`config.mk`:
```
export PLATFORM = sky130hd
export DESIGN_NAME = asi_r
export DESIGN_NICKNAME = d
export VERILOG_FILES = /design/src/design/asi_r_pkg.sv /design/src/design/sync_fifo.sv /design/src/design/burst_addr_gen.sv /design/src/design/rd_return_pipe.sv /design/src/design/asi_r.sv
export SDC_FILE = /design/constraint.sdc
export NUM_CORES = 1
export LEC_CHECK = 0
export BUFFER_PORTS_ARGS = -buffer_cell sky130_fd_sc_hd__buf_4
export CORE_UTILIZATION = 56
export CTS_CLUSTER_DIAMETER = 30
export DETAILED_ROUTE_END_ITERATION = 10
export PLACE_DENSITY = 0.78
export SLEW_MARGIN = 5
export SYNTH_ARGS = -nofsm -noshare
export SYNTH_HDL_FRONTEND = slang
export SYNTH_SLANG_ARGS = --single-unit
```
`constraint.sdc`:
```
create_clock -name clk -period 6.99 [get_ports clk]
set_input_delay 1.0485 -clock clk [delete_from_list [all_inputs] [get_ports clk]]
set_output_delay 1.0485 -clock clk [all_outputs]
set_load 0.02 [all_outputs]
```
`src/design/asi_r_pkg.sv`:
```
// Shared definitions for the AXI4 read-channel slave front end
// Bus widths, buffer depths and memory wait constant
// Burst phase, burst type and response encodings
// Packed request, beat and memory port structs
package asi_r_pkg;

    // --------------------------------------------------
    // Bus field widths
    // --------------------------------------------------
    localparam int ID_W         = 4;
    localparam int ADDR_W       = 16;
    localparam int DATA_W       = 32;
    localparam int LEN_W        = 8;
    localparam int SIZE_W       = 3;
    // 4 bytes on the data bus
    localparam int BUS_BYTES_LG = 2;

    // --------------------------------------------------
    // Buffers and memory timing
    // --------------------------------------------------
    localparam int AR_DEPTH     = 4;
    localparam int R_DEPTH      = 16;
    // Occupancy width of the R buffer, holds 0 to R_DEPTH
    localparam int R_CNT_W      = $clog2(R_DEPTH) + 1;
    // Cycles from read enable to read data
    localparam int RD_LATENCY   = 1;
    // Bit 12 flips when a burst walks into the next 4 KB page
    localparam int BOUNDARY_BIT = 12;

    // --------------------------------------------------
    // Encodings
    // --------------------------------------------------
    // First beat, remaining beats, or the idle cycle after reset
    typedef enum logic [1:0] {
        BP_FIRST = 2'b00,
        BP_BURST = 2'b01,
        BP_IDLE  = 2'b10
    } burst_phase_e;

    // AXI4 ARBURST codes
    typedef enum logic [1:0] {
        BT_FIXED    = 2'b00,
        BT_INCR     = 2'b01,
        BT_WRAP     = 2'b10,
        BT_RESERVED = 2'b11
    } burst_type_e;

    // Only the two responses this slave can give
    typedef enum logic [1:0] {
        RESP_OKAY   = 2'b00,
        RESP_SLVERR = 2'b10
    } resp_e;

    // --------------------------------------------------
    // Channel payloads
    // --------------------------------------------------
    // One read request as taken from the AR channel
    typedef struct packed {
        logic [ID_W-1:0]   id;
        logic [ADDR_W-1:0] addr;
        logic [LEN_W-1:0]  len;
        logic [SIZE_W-1:0] size;
        burst_type_e       burst;
    } ar_req_t;

    // One beat on the R channel
    typedef struct packed {
        logic [ID_W-1:0]   id;
        logic [DATA_W-1:0] data;
        resp_e             resp;
        logic              last;
    } r_beat_t;

    // Read request to memory, no handshake
    typedef struct packed {
        logic              re;
        logic [ADDR_W-1:0] addr;
    } mem_req_t;

endpackage

```
`src/design/sync_fifo.sv`:
```
// Single-clock first-word-fall-through FIFO
// Head entry always visible on dout, with full, empty and occupancy count
module sync_fifo #(
    parameter int WIDTH = 8,
    parameter int DEPTH = 4
) (
    input  logic                   clk,
    input  logic                   rst_n,
    input  logic                   push,
    input  logic [WIDTH-1:0]       din,
    input  logic                   pop,
    output logic [WIDTH-1:0]       dout,
    output logic                   full,
    output logic                   empty,
    output logic [$clog2(DEPTH):0] count
);

    // Storage, no reset on the payload
    logic [WIDTH-1:0]         mem_q [DEPTH];
    logic [$clog2(DEPTH)-1:0] wr_ptr;
    logic [$clog2(DEPTH)-1:0] rd_ptr;
    logic                     do_push;
    logic                     do_pop;

    // Push into a full FIFO or pop from an empty one is dropped
    assign do_push = push && !full;
    assign do_pop  = pop && !empty;

    assign full  = (count == DEPTH);
    assign empty = (count == '0);

    // Fall-through read port
    assign dout = mem_q[rd_ptr];

    // --------------------------------------------------
    // Pointers and occupancy
    // --------------------------------------------------
    always_ff @(posedge clk or negedge rst_n) begin
        if (!rst_n) begin
            wr_ptr <= '0;
            rd_ptr <= '0;
            count  <= '0;
        end else begin
            if (do_push) begin
                // Wrap explicitly so DEPTH need not be a power of two
                wr_ptr <= (wr_ptr == DEPTH - 1) ? '0 : wr_ptr + 1'b1;
            end
            if (do_pop) begin
                rd_ptr <= (rd_ptr == DEPTH - 1) ? '0 : rd_ptr + 1'b1;
            end
            // Simultaneous push and pop leaves count unchanged
            if (do_push && !do_pop) begin
                count <= count + 1'b1;
            end else if (do_pop && !do_push) begin
                count <= count - 1'b1;
            end
        end
    end

    // --------------------------------------------------
    // Write port
    // --------------------------------------------------
    always_ff @(posedge clk) begin
        if (do_push) begin
            mem_q[wr_ptr] <= din;
        end
    end

endmodule

```
`src/design/burst_addr_gen.sv`:
```
// Burst expansion into one memory read per beat
// Phase FSM, beat counter and request latch
// FIXED and INCR beat addresses with 4 KB hold, size-error response
module burst_addr_gen
    import asi_r_pkg::*;
(
    input  logic            clk,
    input  logic            rst_n,
    input  ar_req_t         head,
    input  logic            head_valid,
    output logic            pop,
    input  logic            issue_ok,
    output mem_req_t        mem,
    output logic [ID_W-1:0] beat_id,
    output resp_e           beat_resp,
    output logic            beat_last
);

    burst_phase_e      state;
    burst_phase_e      state_nxt;
    // Request latched when its first beat goes out
    ar_req_t           req_q;
    // Request currently being expanded
    ar_req_t           cur;
    logic [LEN_W-1:0]  beat_cnt;
    logic [ADDR_W-1:0] burst_addr;
    logic [ADDR_W-1:0] aligned_addr;
    logic [ADDR_W-1:0] addr_inc;
    logic [ADDR_W-1:0] addr_prev;
    logic [ADDR_W-1:0] addr_step;
    logic [ADDR_W-1:0] addr_nxt;
    logic              first_go;
    logic              burst_go;
    logic              issue;
    logic              last;

    // --------------------------------------------------
    // Beat issue control
    // --------------------------------------------------
    // Head of the AR buffer outside BP_BURST, latched copy inside it
    assign cur = (state == BP_BURST) ? req_q : head;

    // First beat needs a request waiting and R buffer credit
    assign first_go = (state == BP_FIRST) && head_valid && issue_ok;
    assign burst_go = (state == BP_BURST) && issue_ok;
    assign issue    = first_go || burst_go;

    // Single-beat request ends on its first beat
    assign last = (state == BP_BURST) ? (beat_cnt == req_q.len) : (head.len == '0);

    // --------------------------------------------------
    // Address arithmetic
    // --------------------------------------------------
    // Align start down to the transfer size
    assign aligned_addr = cur.addr & ({ADDR_W{1'b1}} << cur.size);
    // FIXED never moves, WRAP and reserved step like INCR
    assign addr_inc = (cur.burst == BT_FIXED) ? '0 : (ADDR_W'(1) << cur.size);

    always_comb begin
        if (state == BP_BURST) begin
            addr_prev = burst_addr;
            addr_step = burst_addr + addr_inc;
        end else begin
            // Beat 1 steps from the aligned start, FIXED repeats the start itself
            addr_prev = cur.addr;
            addr_step = (cur.burst == BT_FIXED) ? cur.addr : aligned_addr + addr_inc;
        end
        // Hold on a 4 KB crossing, so the address sticks for the rest of the burst
        if (addr_step[BOUNDARY_BIT] != cur.addr[BOUNDARY_BIT]) begin
            addr_nxt = addr_prev;
        end else begin
            addr_nxt = addr_step;
        end
    end

    // --------------------------------------------------
    // Phase FSM
    // --------------------------------------------------
    always_comb begin
        state_nxt = state;
        case (state)
            BP_IDLE: begin
                state_nxt = BP_FIRST;
            end
            BP_FIRST: begin
                if (first_go && !last) begin
                    state_nxt = BP_BURST;
                end
            end
            BP_BURST: begin
                // Straight back to BP_FIRST, next burst can start next cycle
                if (burst_go && last) begin
                    state_nxt = BP_FIRST;
                end
            end
            default: begin
                state_nxt = BP_IDLE;
            end
        endcase
    end

    always_ff @(posedge clk or negedge rst_n) begin
        if (!rst_n) begin
            state    <= BP_IDLE;
            beat_cnt <= '0;
        end else begin
            state <= state_nxt;
            // Beat 0 is the first beat, so the counter restarts at 1
            if (first_go) begin
                beat_cnt <= LEN_W'(1);
            end else if (burst_go) begin
                beat_cnt <= beat_cnt + 1'b1;
            end
        end
    end

    // Request copy and running beat address
    always_ff @(posedge clk) begin
        if (first_go) begin
            req_q <= head;
        end
        if (issue) begin
            burst_addr <= addr_nxt;
        end
    end

    // --------------------------------------------------
    // Outputs
    // --------------------------------------------------
    // Pop the AR buffer as the first beat issues
    assign pop = first_go;

    // First beat reads the request's own, possibly unaligned, address
    assign mem = '{
        re:   issue,
        addr: (state == BP_BURST) ? burst_addr : head.addr
    };

    assign beat_id   = cur.id;
    // Transfers wider than the data bus are not supported
    assign beat_resp = (cur.size > SIZE_W'(BUS_BYTES_LG)) ? RESP_SLVERR : RESP_OKAY;
    assign beat_last = last;

endmodule

```
`src/design/rd_return_pipe.sv`:
```
// Memory wait alignment of beat sideband with read data
// In-flight read count and R buffer credit for issue_ok
module rd_return_pipe
    import asi_r_pkg::*;
(
    input  logic               clk,
    input  logic               rst_n,
    input  logic               mem_re,
    input  logic [ID_W-1:0]    beat_id,
    input  resp_e              beat_resp,
    input  logic               beat_last,
    input  logic [DATA_W-1:0]  mem_rdata,
    input  logic [R_CNT_W-1:0] r_count,
    output logic               issue_ok,
    output logic               push,
    output r_beat_t            beat
);

    // One stage per memory wait cycle
    logic [RD_LATENCY-1:0] re_pipe;
    logic [ID_W-1:0]       id_pipe   [RD_LATENCY];
    resp_e                 resp_pipe [RD_LATENCY];
    logic                  last_pipe [RD_LATENCY];
    logic [R_CNT_W-1:0]    in_flight;
    // Extra bit so the sum cannot wrap
    logic [R_CNT_W:0]      credit_used;

    // --------------------------------------------------
    // Delay line
    // --------------------------------------------------
    // Read enables are control, reset them
    always_ff @(posedge clk or negedge rst_n) begin
        if (!rst_n) begin
            re_pipe <= '0;
        end else begin
            re_pipe[0] <= mem_re;
            for (int i = 1; i < RD_LATENCY; i++) begin
                re_pipe[i] <= re_pipe[i-1];
            end
        end
    end

    // Sideband only matters where re_pipe is set
    always_ff @(posedge clk) begin
        id_pipe[0]   <= beat_id;
        resp_pipe[0] <= beat_resp;
        last_pipe[0] <= beat_last;
        for (int i = 1; i < RD_LATENCY; i++) begin
            id_pipe[i]   <= id_pipe[i-1];
            resp_pipe[i] <= resp_pipe[i-1];
            last_pipe[i] <= last_pipe[i-1];
        end
    end

    // Sideband meets its data at the end of the wait
    assign push = re_pipe[RD_LATENCY-1];
    assign beat = '{
        id:   id_pipe[RD_LATENCY-1],
        data: mem_rdata,
        resp: resp_pipe[RD_LATENCY-1],
        last: last_pipe[RD_LATENCY-1]
    };

    // --------------------------------------------------
    // Credit
    // --------------------------------------------------
    // Reads issued and not yet written into the R buffer
    always_comb begin
        in_flight = '0;
        for (int i = 0; i < RD_LATENCY; i++) begin
            in_flight = in_flight + re_pipe[i];
        end
    end

    assign credit_used = {1'b0, r_count} + in_flight;
    // Stop reading once every R buffer slot is spoken for
    assign issue_ok    = (credit_used < R_DEPTH);

endmodule

```
`src/design/asi_r.sv`:
```
// AXI4 read-channel slave front end, top level
// AR buffer, burst address generator, memory return pipe and R buffer
module asi_r
    import asi_r_pkg::*;
(
    input  logic              clk,
    input  logic              rst_n,
    // AR channel
    input  ar_req_t           ar,
    input  logic              arvalid,
    output logic              arready,
    // R channel
    output r_beat_t           r,
    output logic              rvalid,
    input  logic              rready,
    // Memory port
    output mem_req_t          mem,
    input  logic [DATA_W-1:0] mem_rdata
);

    // AR buffer side
    ar_req_t            ar_head;
    logic               ar_full;
    logic               ar_empty;
    logic               ar_pop;
    // Beat sideband, valid with mem.re
    logic [ID_W-1:0]    beat_id;
    resp_e              beat_resp;
    logic               beat_last;
    logic               issue_ok;
    // R buffer side
    logic               r_push;
    r_beat_t            r_beat_in;
    logic               r_empty;
    logic [R_CNT_W-1:0] r_count;

    assign arready = !ar_full;
    assign rvalid  = !r_empty;

    // --------------------------------------------------
    // AR buffer
    // --------------------------------------------------
    // Push is gated by full inside the FIFO, so arvalid alone is the push
    sync_fifo #(
        .WIDTH ($bits(ar_req_t)),
        .DEPTH (AR_DEPTH)
    ) u_ar_buffer (
        .clk   (clk),
        .rst_n (rst_n),
        .push  (arvalid),
        .din   (ar),
        .pop   (ar_pop),
        .dout  (ar_head),
        .full  (ar_full),
        .empty (ar_empty),
        .count ()
    );

    // --------------------------------------------------
    // Burst expansion
    // --------------------------------------------------
    burst_addr_gen u_burst_addr_gen (
        .clk        (clk),
        .rst_n      (rst_n),
        .head       (ar_head),
        .head_valid (!ar_empty),
        .pop        (ar_pop),
        .issue_ok   (issue_ok),
        .mem        (mem),
        .beat_id    (beat_id),
        .beat_resp  (beat_resp),
        .beat_last  (beat_last)
    );

    // --------------------------------------------------
    // Memory return and credit
    // --------------------------------------------------
    rd_return_pipe u_rd_return_pipe (
        .clk       (clk),
        .rst_n     (rst_n),
        .mem_re    (mem.re),
        .beat_id   (beat_id),
        .beat_resp (beat_resp),
        .beat_last (beat_last),
        .mem_rdata (mem_rdata),
        .r_count   (r_count),
        .issue_ok  (issue_ok),
        .push      (r_push),
        .beat      (r_beat_in)
    );

    // --------------------------------------------------
    // R buffer
    // --------------------------------------------------
    // Credit keeps it from overflowing, full is not needed here
    sync_fifo #(
        .WIDTH ($bits(r_beat_t)),
        .DEPTH (R_DEPTH)
    ) u_r_buffer (
        .clk   (clk),
        .rst_n (rst_n),
        .push  (r_push),
        .din   (r_beat_in),
        .pop   (rready),
        .dout  (r),
        .full  (),
        .empty (r_empty),
        .count (r_count)
    );

endmodule

```
==> impl_summary.txt <==
----------------------------------------------------
[Route]
  Pre-antenna DRT Iters ... 8
  Routed vias ... about 19,000
  DRT Wirelength ... 80,100 um
  Vias/cell ... between 6 and 7
  Final antenna-violating net count ... 0
  Post-detailed-route wirelength per cell ... roughly 26 um
  Violation count after the first detailed-route iteration ... about 1,700
  Number of remaining DRC errors ... 0

[Synth]
  Post-synthesis share of cell area spent on full adders, half adders and majority gates ... 0.885%
  Xor and xnor fraction of the mapped netlist area ... ~1.3%
  Number of flops mapped to enable cells by yosys ... just under 800
  Multiplexer fraction of the synthesized cell area ... between 10% and 20%
  Syn_area_per_cell ... 17.2 sq um
  Sequential area share after synthesis ... slightly above 70%
  Cells after synthesis ... roughly 2,000
  Post-synth net total ... around 2,100
  Dominant register cell in the synthesized netlist ... sky130_fd_sc_hd__edfxtp_1
  #FFs+latches synth ... ~830
  Dominant combinational cell family by area after synthesis ... multiplexers
  Number of unique standard cell types used by synthesis ... 95
  FFs w/ async S/R, synth ... under 10%
  Synthesized-area fraction occupied by and/or/nand/nor cells ... roughly 4.3%
  Netlist Area Pre-Place ... approximately 0.034 sq mm
  Warning count from the yosys run ... 0
  Compound-Gate Fraction of Synth Area ... about 6.8%

[Job]
  Maximum capacitance violations ... 0

[Pwr]
  Power dissipated by switching net loads ... roughly 6300 uW
  Net Sw Frac ... roughly 33%
  Power density relative to cell area ... between 400 and 500 mW/mm^2
  Maximum vdd drop ... just over 0.0003 V
  Clock network fraction of total power ... between 30% and 40%
  Leak pwr ... about 0.014 uW
  Part of the total power dissipated in sequential elements ... 36.0%
  Internal power consumption ... 12,600 uW
  Combinational share of power ... 29.5%

[Global routing]
  Wire length of the first global-routing pass ... between 100,000 and 150,000 um
  Number of global-route vias before repair ... about 20,000
  Pin count of the biggest net entering global routing ... 77
  GRT Resource Usage Total ... 26.6%
  Met2 track demand over resource ... a little under half
  Most heavily used metal layer in global routing ... met2
  Global route overflow ... 0
  Met3 track utilization from global routing ... 5.75%
  Met1 layer usage reported by global route ... between 30% and 40%
  Initial antenna violation count ... 4

[Critical path]
  Start point of the critical path ... u_ar_buffer.rd_ptr[0]
  Logic depth of the worst setup path including buffers ... 14
  CP delay by family, top ... compound AO/OA/AOI/OAI gates
  Critical-path cell list ... mux4_2 > or2_4 > o22ai_1 > o21ai_0 > nor2_1 > ha_1 > inv_1 > o31a_1 > nor2_1 > a32oi_1 > o41ai_1 > nand2b_1 > nand2_4 > mux2_1
  Slowest cell on the critical path ... sky130_fd_sc_hd__o41ai_1
  Maximum fanout along the worst path ... 20
  Register-to-Register Path Depth ... 14
  Longest individual stage delay on the worst path ... roughly 0.91 ns
  Startpoint of the lowest-slack register-to-register path ... u_ar_buffer.rd_ptr[0]
  Critical Setup Path Class ... reg2reg
  Crit end category ... flop
  Data required time of the worst path ... around 7.4 ns
  Most Frequent Cell on Critical Path ... sky130_fd_sc_hd__nor2_1
  Kind of start point of the critical path ... flop
  Worst EP arrival ... around 6.0 ns
  Reg-to-reg setup timing slack ... ~1.4 ns
  Worst Path Buf+Inv ... 1
  Capture point of the critical path ... u_burst_addr_gen.burst_addr[7]
  Destination of the worst register-to-register timing path ... u_burst_addr_gen.burst_addr[7]

[Placement]
  Total placed instance area ... between 0.03 and 0.04 sq mm
  Hpwl dp ... 43,000 um
  Final weighted congestion in routability-driven placement ... around 0.86
  Number of port buffers ... 125

[Finish]
  Nets ... about 2,300
  Most frequent cells in the layout ... 789 x sky130_fd_sc_hd__edfxtp_1, 164 x sky130_fd_sc_hd__buf_4, 163 x sky130_fd_sc_hd__nand2_1
  Most common cell after layout, fill and taps aside ... sky130_fd_sc_hd__edfxtp_1
  Share of post-route cells with drive strength above 1 ... between 20% and 30%
  # fillers ... approximately 3,700
  Layout Cell Area excl Fill ... between 0.04 and 0.05 sq mm
  Layout overhead on the synthesized area ... 19.0%

[Floorplanning]
  FP Rows ... 89
  Area of the core ... approximately 0.06 sq mm
  Overall die height ... 248 um
  Width of the die ... roughly 250 um
  Full die area ... 0.0616 sq mm
  Initial Utilization ... between 50% and 60%
  Boundary pin count ... 127

[Min path]
  Worst hold path class ... in2async

[CTS]
  Clock root buffer ... sky130_fd_sc_hd__clkbuf_16
  H-tree depth ... 4
  Clock tree sinks ... 826
  PostCTS Resize Cnt ... 0
  CTS tree ... built
  Number of clock buffers inserted by TritonCTS ... about 130
  Clock network latency to the later pin of the worst-skew pair ... a little over 0.7 ns
  CTS Hold Buffers Added ... 0
  Clock input transition at the sequential cells of the worst setup and hold paths ... about 0.050 ns
  Number of buffers inserted by post-CTS setup repair ... 0
  Largest buffer count on any clock path ... 3

[STA]
  Unrepaired setup endpoints after global routing ... no
  Max Freq ... about 180 MHz
  Worst relative slew slack ... 25.9%
  Pins Over Slew Limit ... 0
  Hold Vio Cnt, Final ... 0
  Worst clock skew ... ~0.028 ns
  Total negative slack ... 0 ns
  Final critical path time including I/O delays and setup ... roughly 5.6 ns
  Fraction of the cycle the final worst path needs ... 79.9%
  Total of endpoints with negative setup slack in the final report ... 0
  Worst-margin pin slew ... 1.11 ns

[Outcome]
  Status ... finished clean

----------------------------------------------------
## registers in the layout, summed over array words and instances (netlist names)
name / cells
u_r_buffer.mem_q: 608
u_ar_buffer.mem_q: 132
u_burst_addr_gen.req_q: 33
u_burst_addr_gen.burst_addr: 16
u_burst_addr_gen.beat_cnt: 8
u_r_buffer.count: 5
u_r_buffer.rd_ptr: 4
u_r_buffer.wr_ptr: 4
u_rd_return_pipe.id_pipe: 4
u_ar_buffer.count: 3
u_ar_buffer.rd_ptr: 2
u_ar_buffer.wr_ptr: 2
u_burst_addr_gen.state: 2
u_rd_return_pipe.last_pipe: 1
u_rd_return_pipe.push: 1
u_rd_return_pipe.resp_pipe: 1
## cells in the mapped netlist, types with 19 or more instances
cell type                    n  area share [%]
sky130_fd_sc_hd__nand2_1   164             1.8
sky130_fd_sc_hd__clkbuf_1   65            0.72
sky130_fd_sc_hd__inv_1      19            0.21
sky130_fd_sc_hd__mux2i_1   141             4.2
sky130_fd_sc_hd__buf_1      29            0.32
sky130_fd_sc_hd__nand3_1    22            0.32
sky130_fd_sc_hd__ha_1       20            0.74
sky130_fd_sc_hd__xnor2_1    32            0.83
sky130_fd_sc_hd__a221oi_1   38            0.98
sky130_fd_sc_hd__dfrtp_1    30             2.2
sky130_fd_sc_hd__mux2_2     40             1.3
sky130_fd_sc_hd__a21oi_1    67            0.99
sky130_fd_sc_hd__o21ai_0   104             1.5
sky130_fd_sc_hd__edfxtp_1  789              70
sky130_fd_sc_hd__nor2_1     50            0.55
sky130_fd_sc_hd__a22oi_1    43            0.95
sky130_fd_sc_hd__mux4_2    105             7.0
## how the worst min path moves through the flow
| stage | to | slack, ns | cells after the start |
|---|---|---|---|
| 4_1_cts | u_burst_addr_gen.state[0] | 0.26 | 1 |
| 6_report | u_burst_addr_gen.state[0] | 0.29 | 1 |
| 3_5_place_dp | u_rd_return_pipe.id_pipe[0][3] | 0.42 | 2 |
| 5_1_grt | u_burst_addr_gen.state[0] | 0.30 | 1 |
| 2_1_floorplan | u_rd_return_pipe.id_pipe[0][0] | 0.41 | 2 |
| 3_3_place_gp | u_rd_return_pipe.id_pipe[0][3] | 0.42 | 2 |
## metrics by stage
step / std cells / hold WS (ns) / util (%) / worst slack [ns] / power [uW]
5_1_grt: 3058 / 0.300 / 67.9 / 1.06 / 19700
4_1_cts: 3058 / 0.263 / 67.9 / 1.32 / 19000
2_1_floorplan: 1977 / 0.408 / - / 2.73 / 10500
3_3_place_gp: 2810 / 0.421 / 60.3 / 1.46 / 12300
6_report: 3061 / 0.292 / 67.9 / 1.40 / 18900
3_5_place_dp: 2810 / 0.422 / 60.3 / 1.39 / 12400
## layout make-up
cell class	instances	area (sq um)	share of cell area, %
diodes	3	7.51	0.0186
clock buffers	162	3540	8.77
clock inverters	86	986	2.44
inverters	20	75.1	0.186
multi-input cells	1026	8960	22.2
flip-flops and latches	826	24600	60.9
well taps	773	967	2.39
repair buffers	165	1250	3.10
## layer usage
metal  up-vias  part of all wire [%]  routed length, um
li1       8346                     -                  -
met1      9793                    38              30800
met2       948                    51              40600
met3       154                   8.4               6720
met4         4                   2.4               1940
met5         -                 0.029                 23
## power groups by stage
stage               clock (uW)  sequential, uW  combinational (uW)
floorplan                    0            6600                3910
global placement             0            6840                5430
finish                    6520            6830                5600
detailed placement           0            6890                5530
CTS                       6580            6820                5620
global route              6790            6890                5990
## logic make-up after synthesis
kind of cell,count (synthesis)
multiplexers,290
AND/OR/NAND/NOR,319
AO/OA/AOI/OAI,343
buffers and inverters,125
flip-flops,826
XOR/XNOR,50
other,1
adder cells (fa/ha/maj),23
Note: power is estimated with default switching activity, not from simulation.
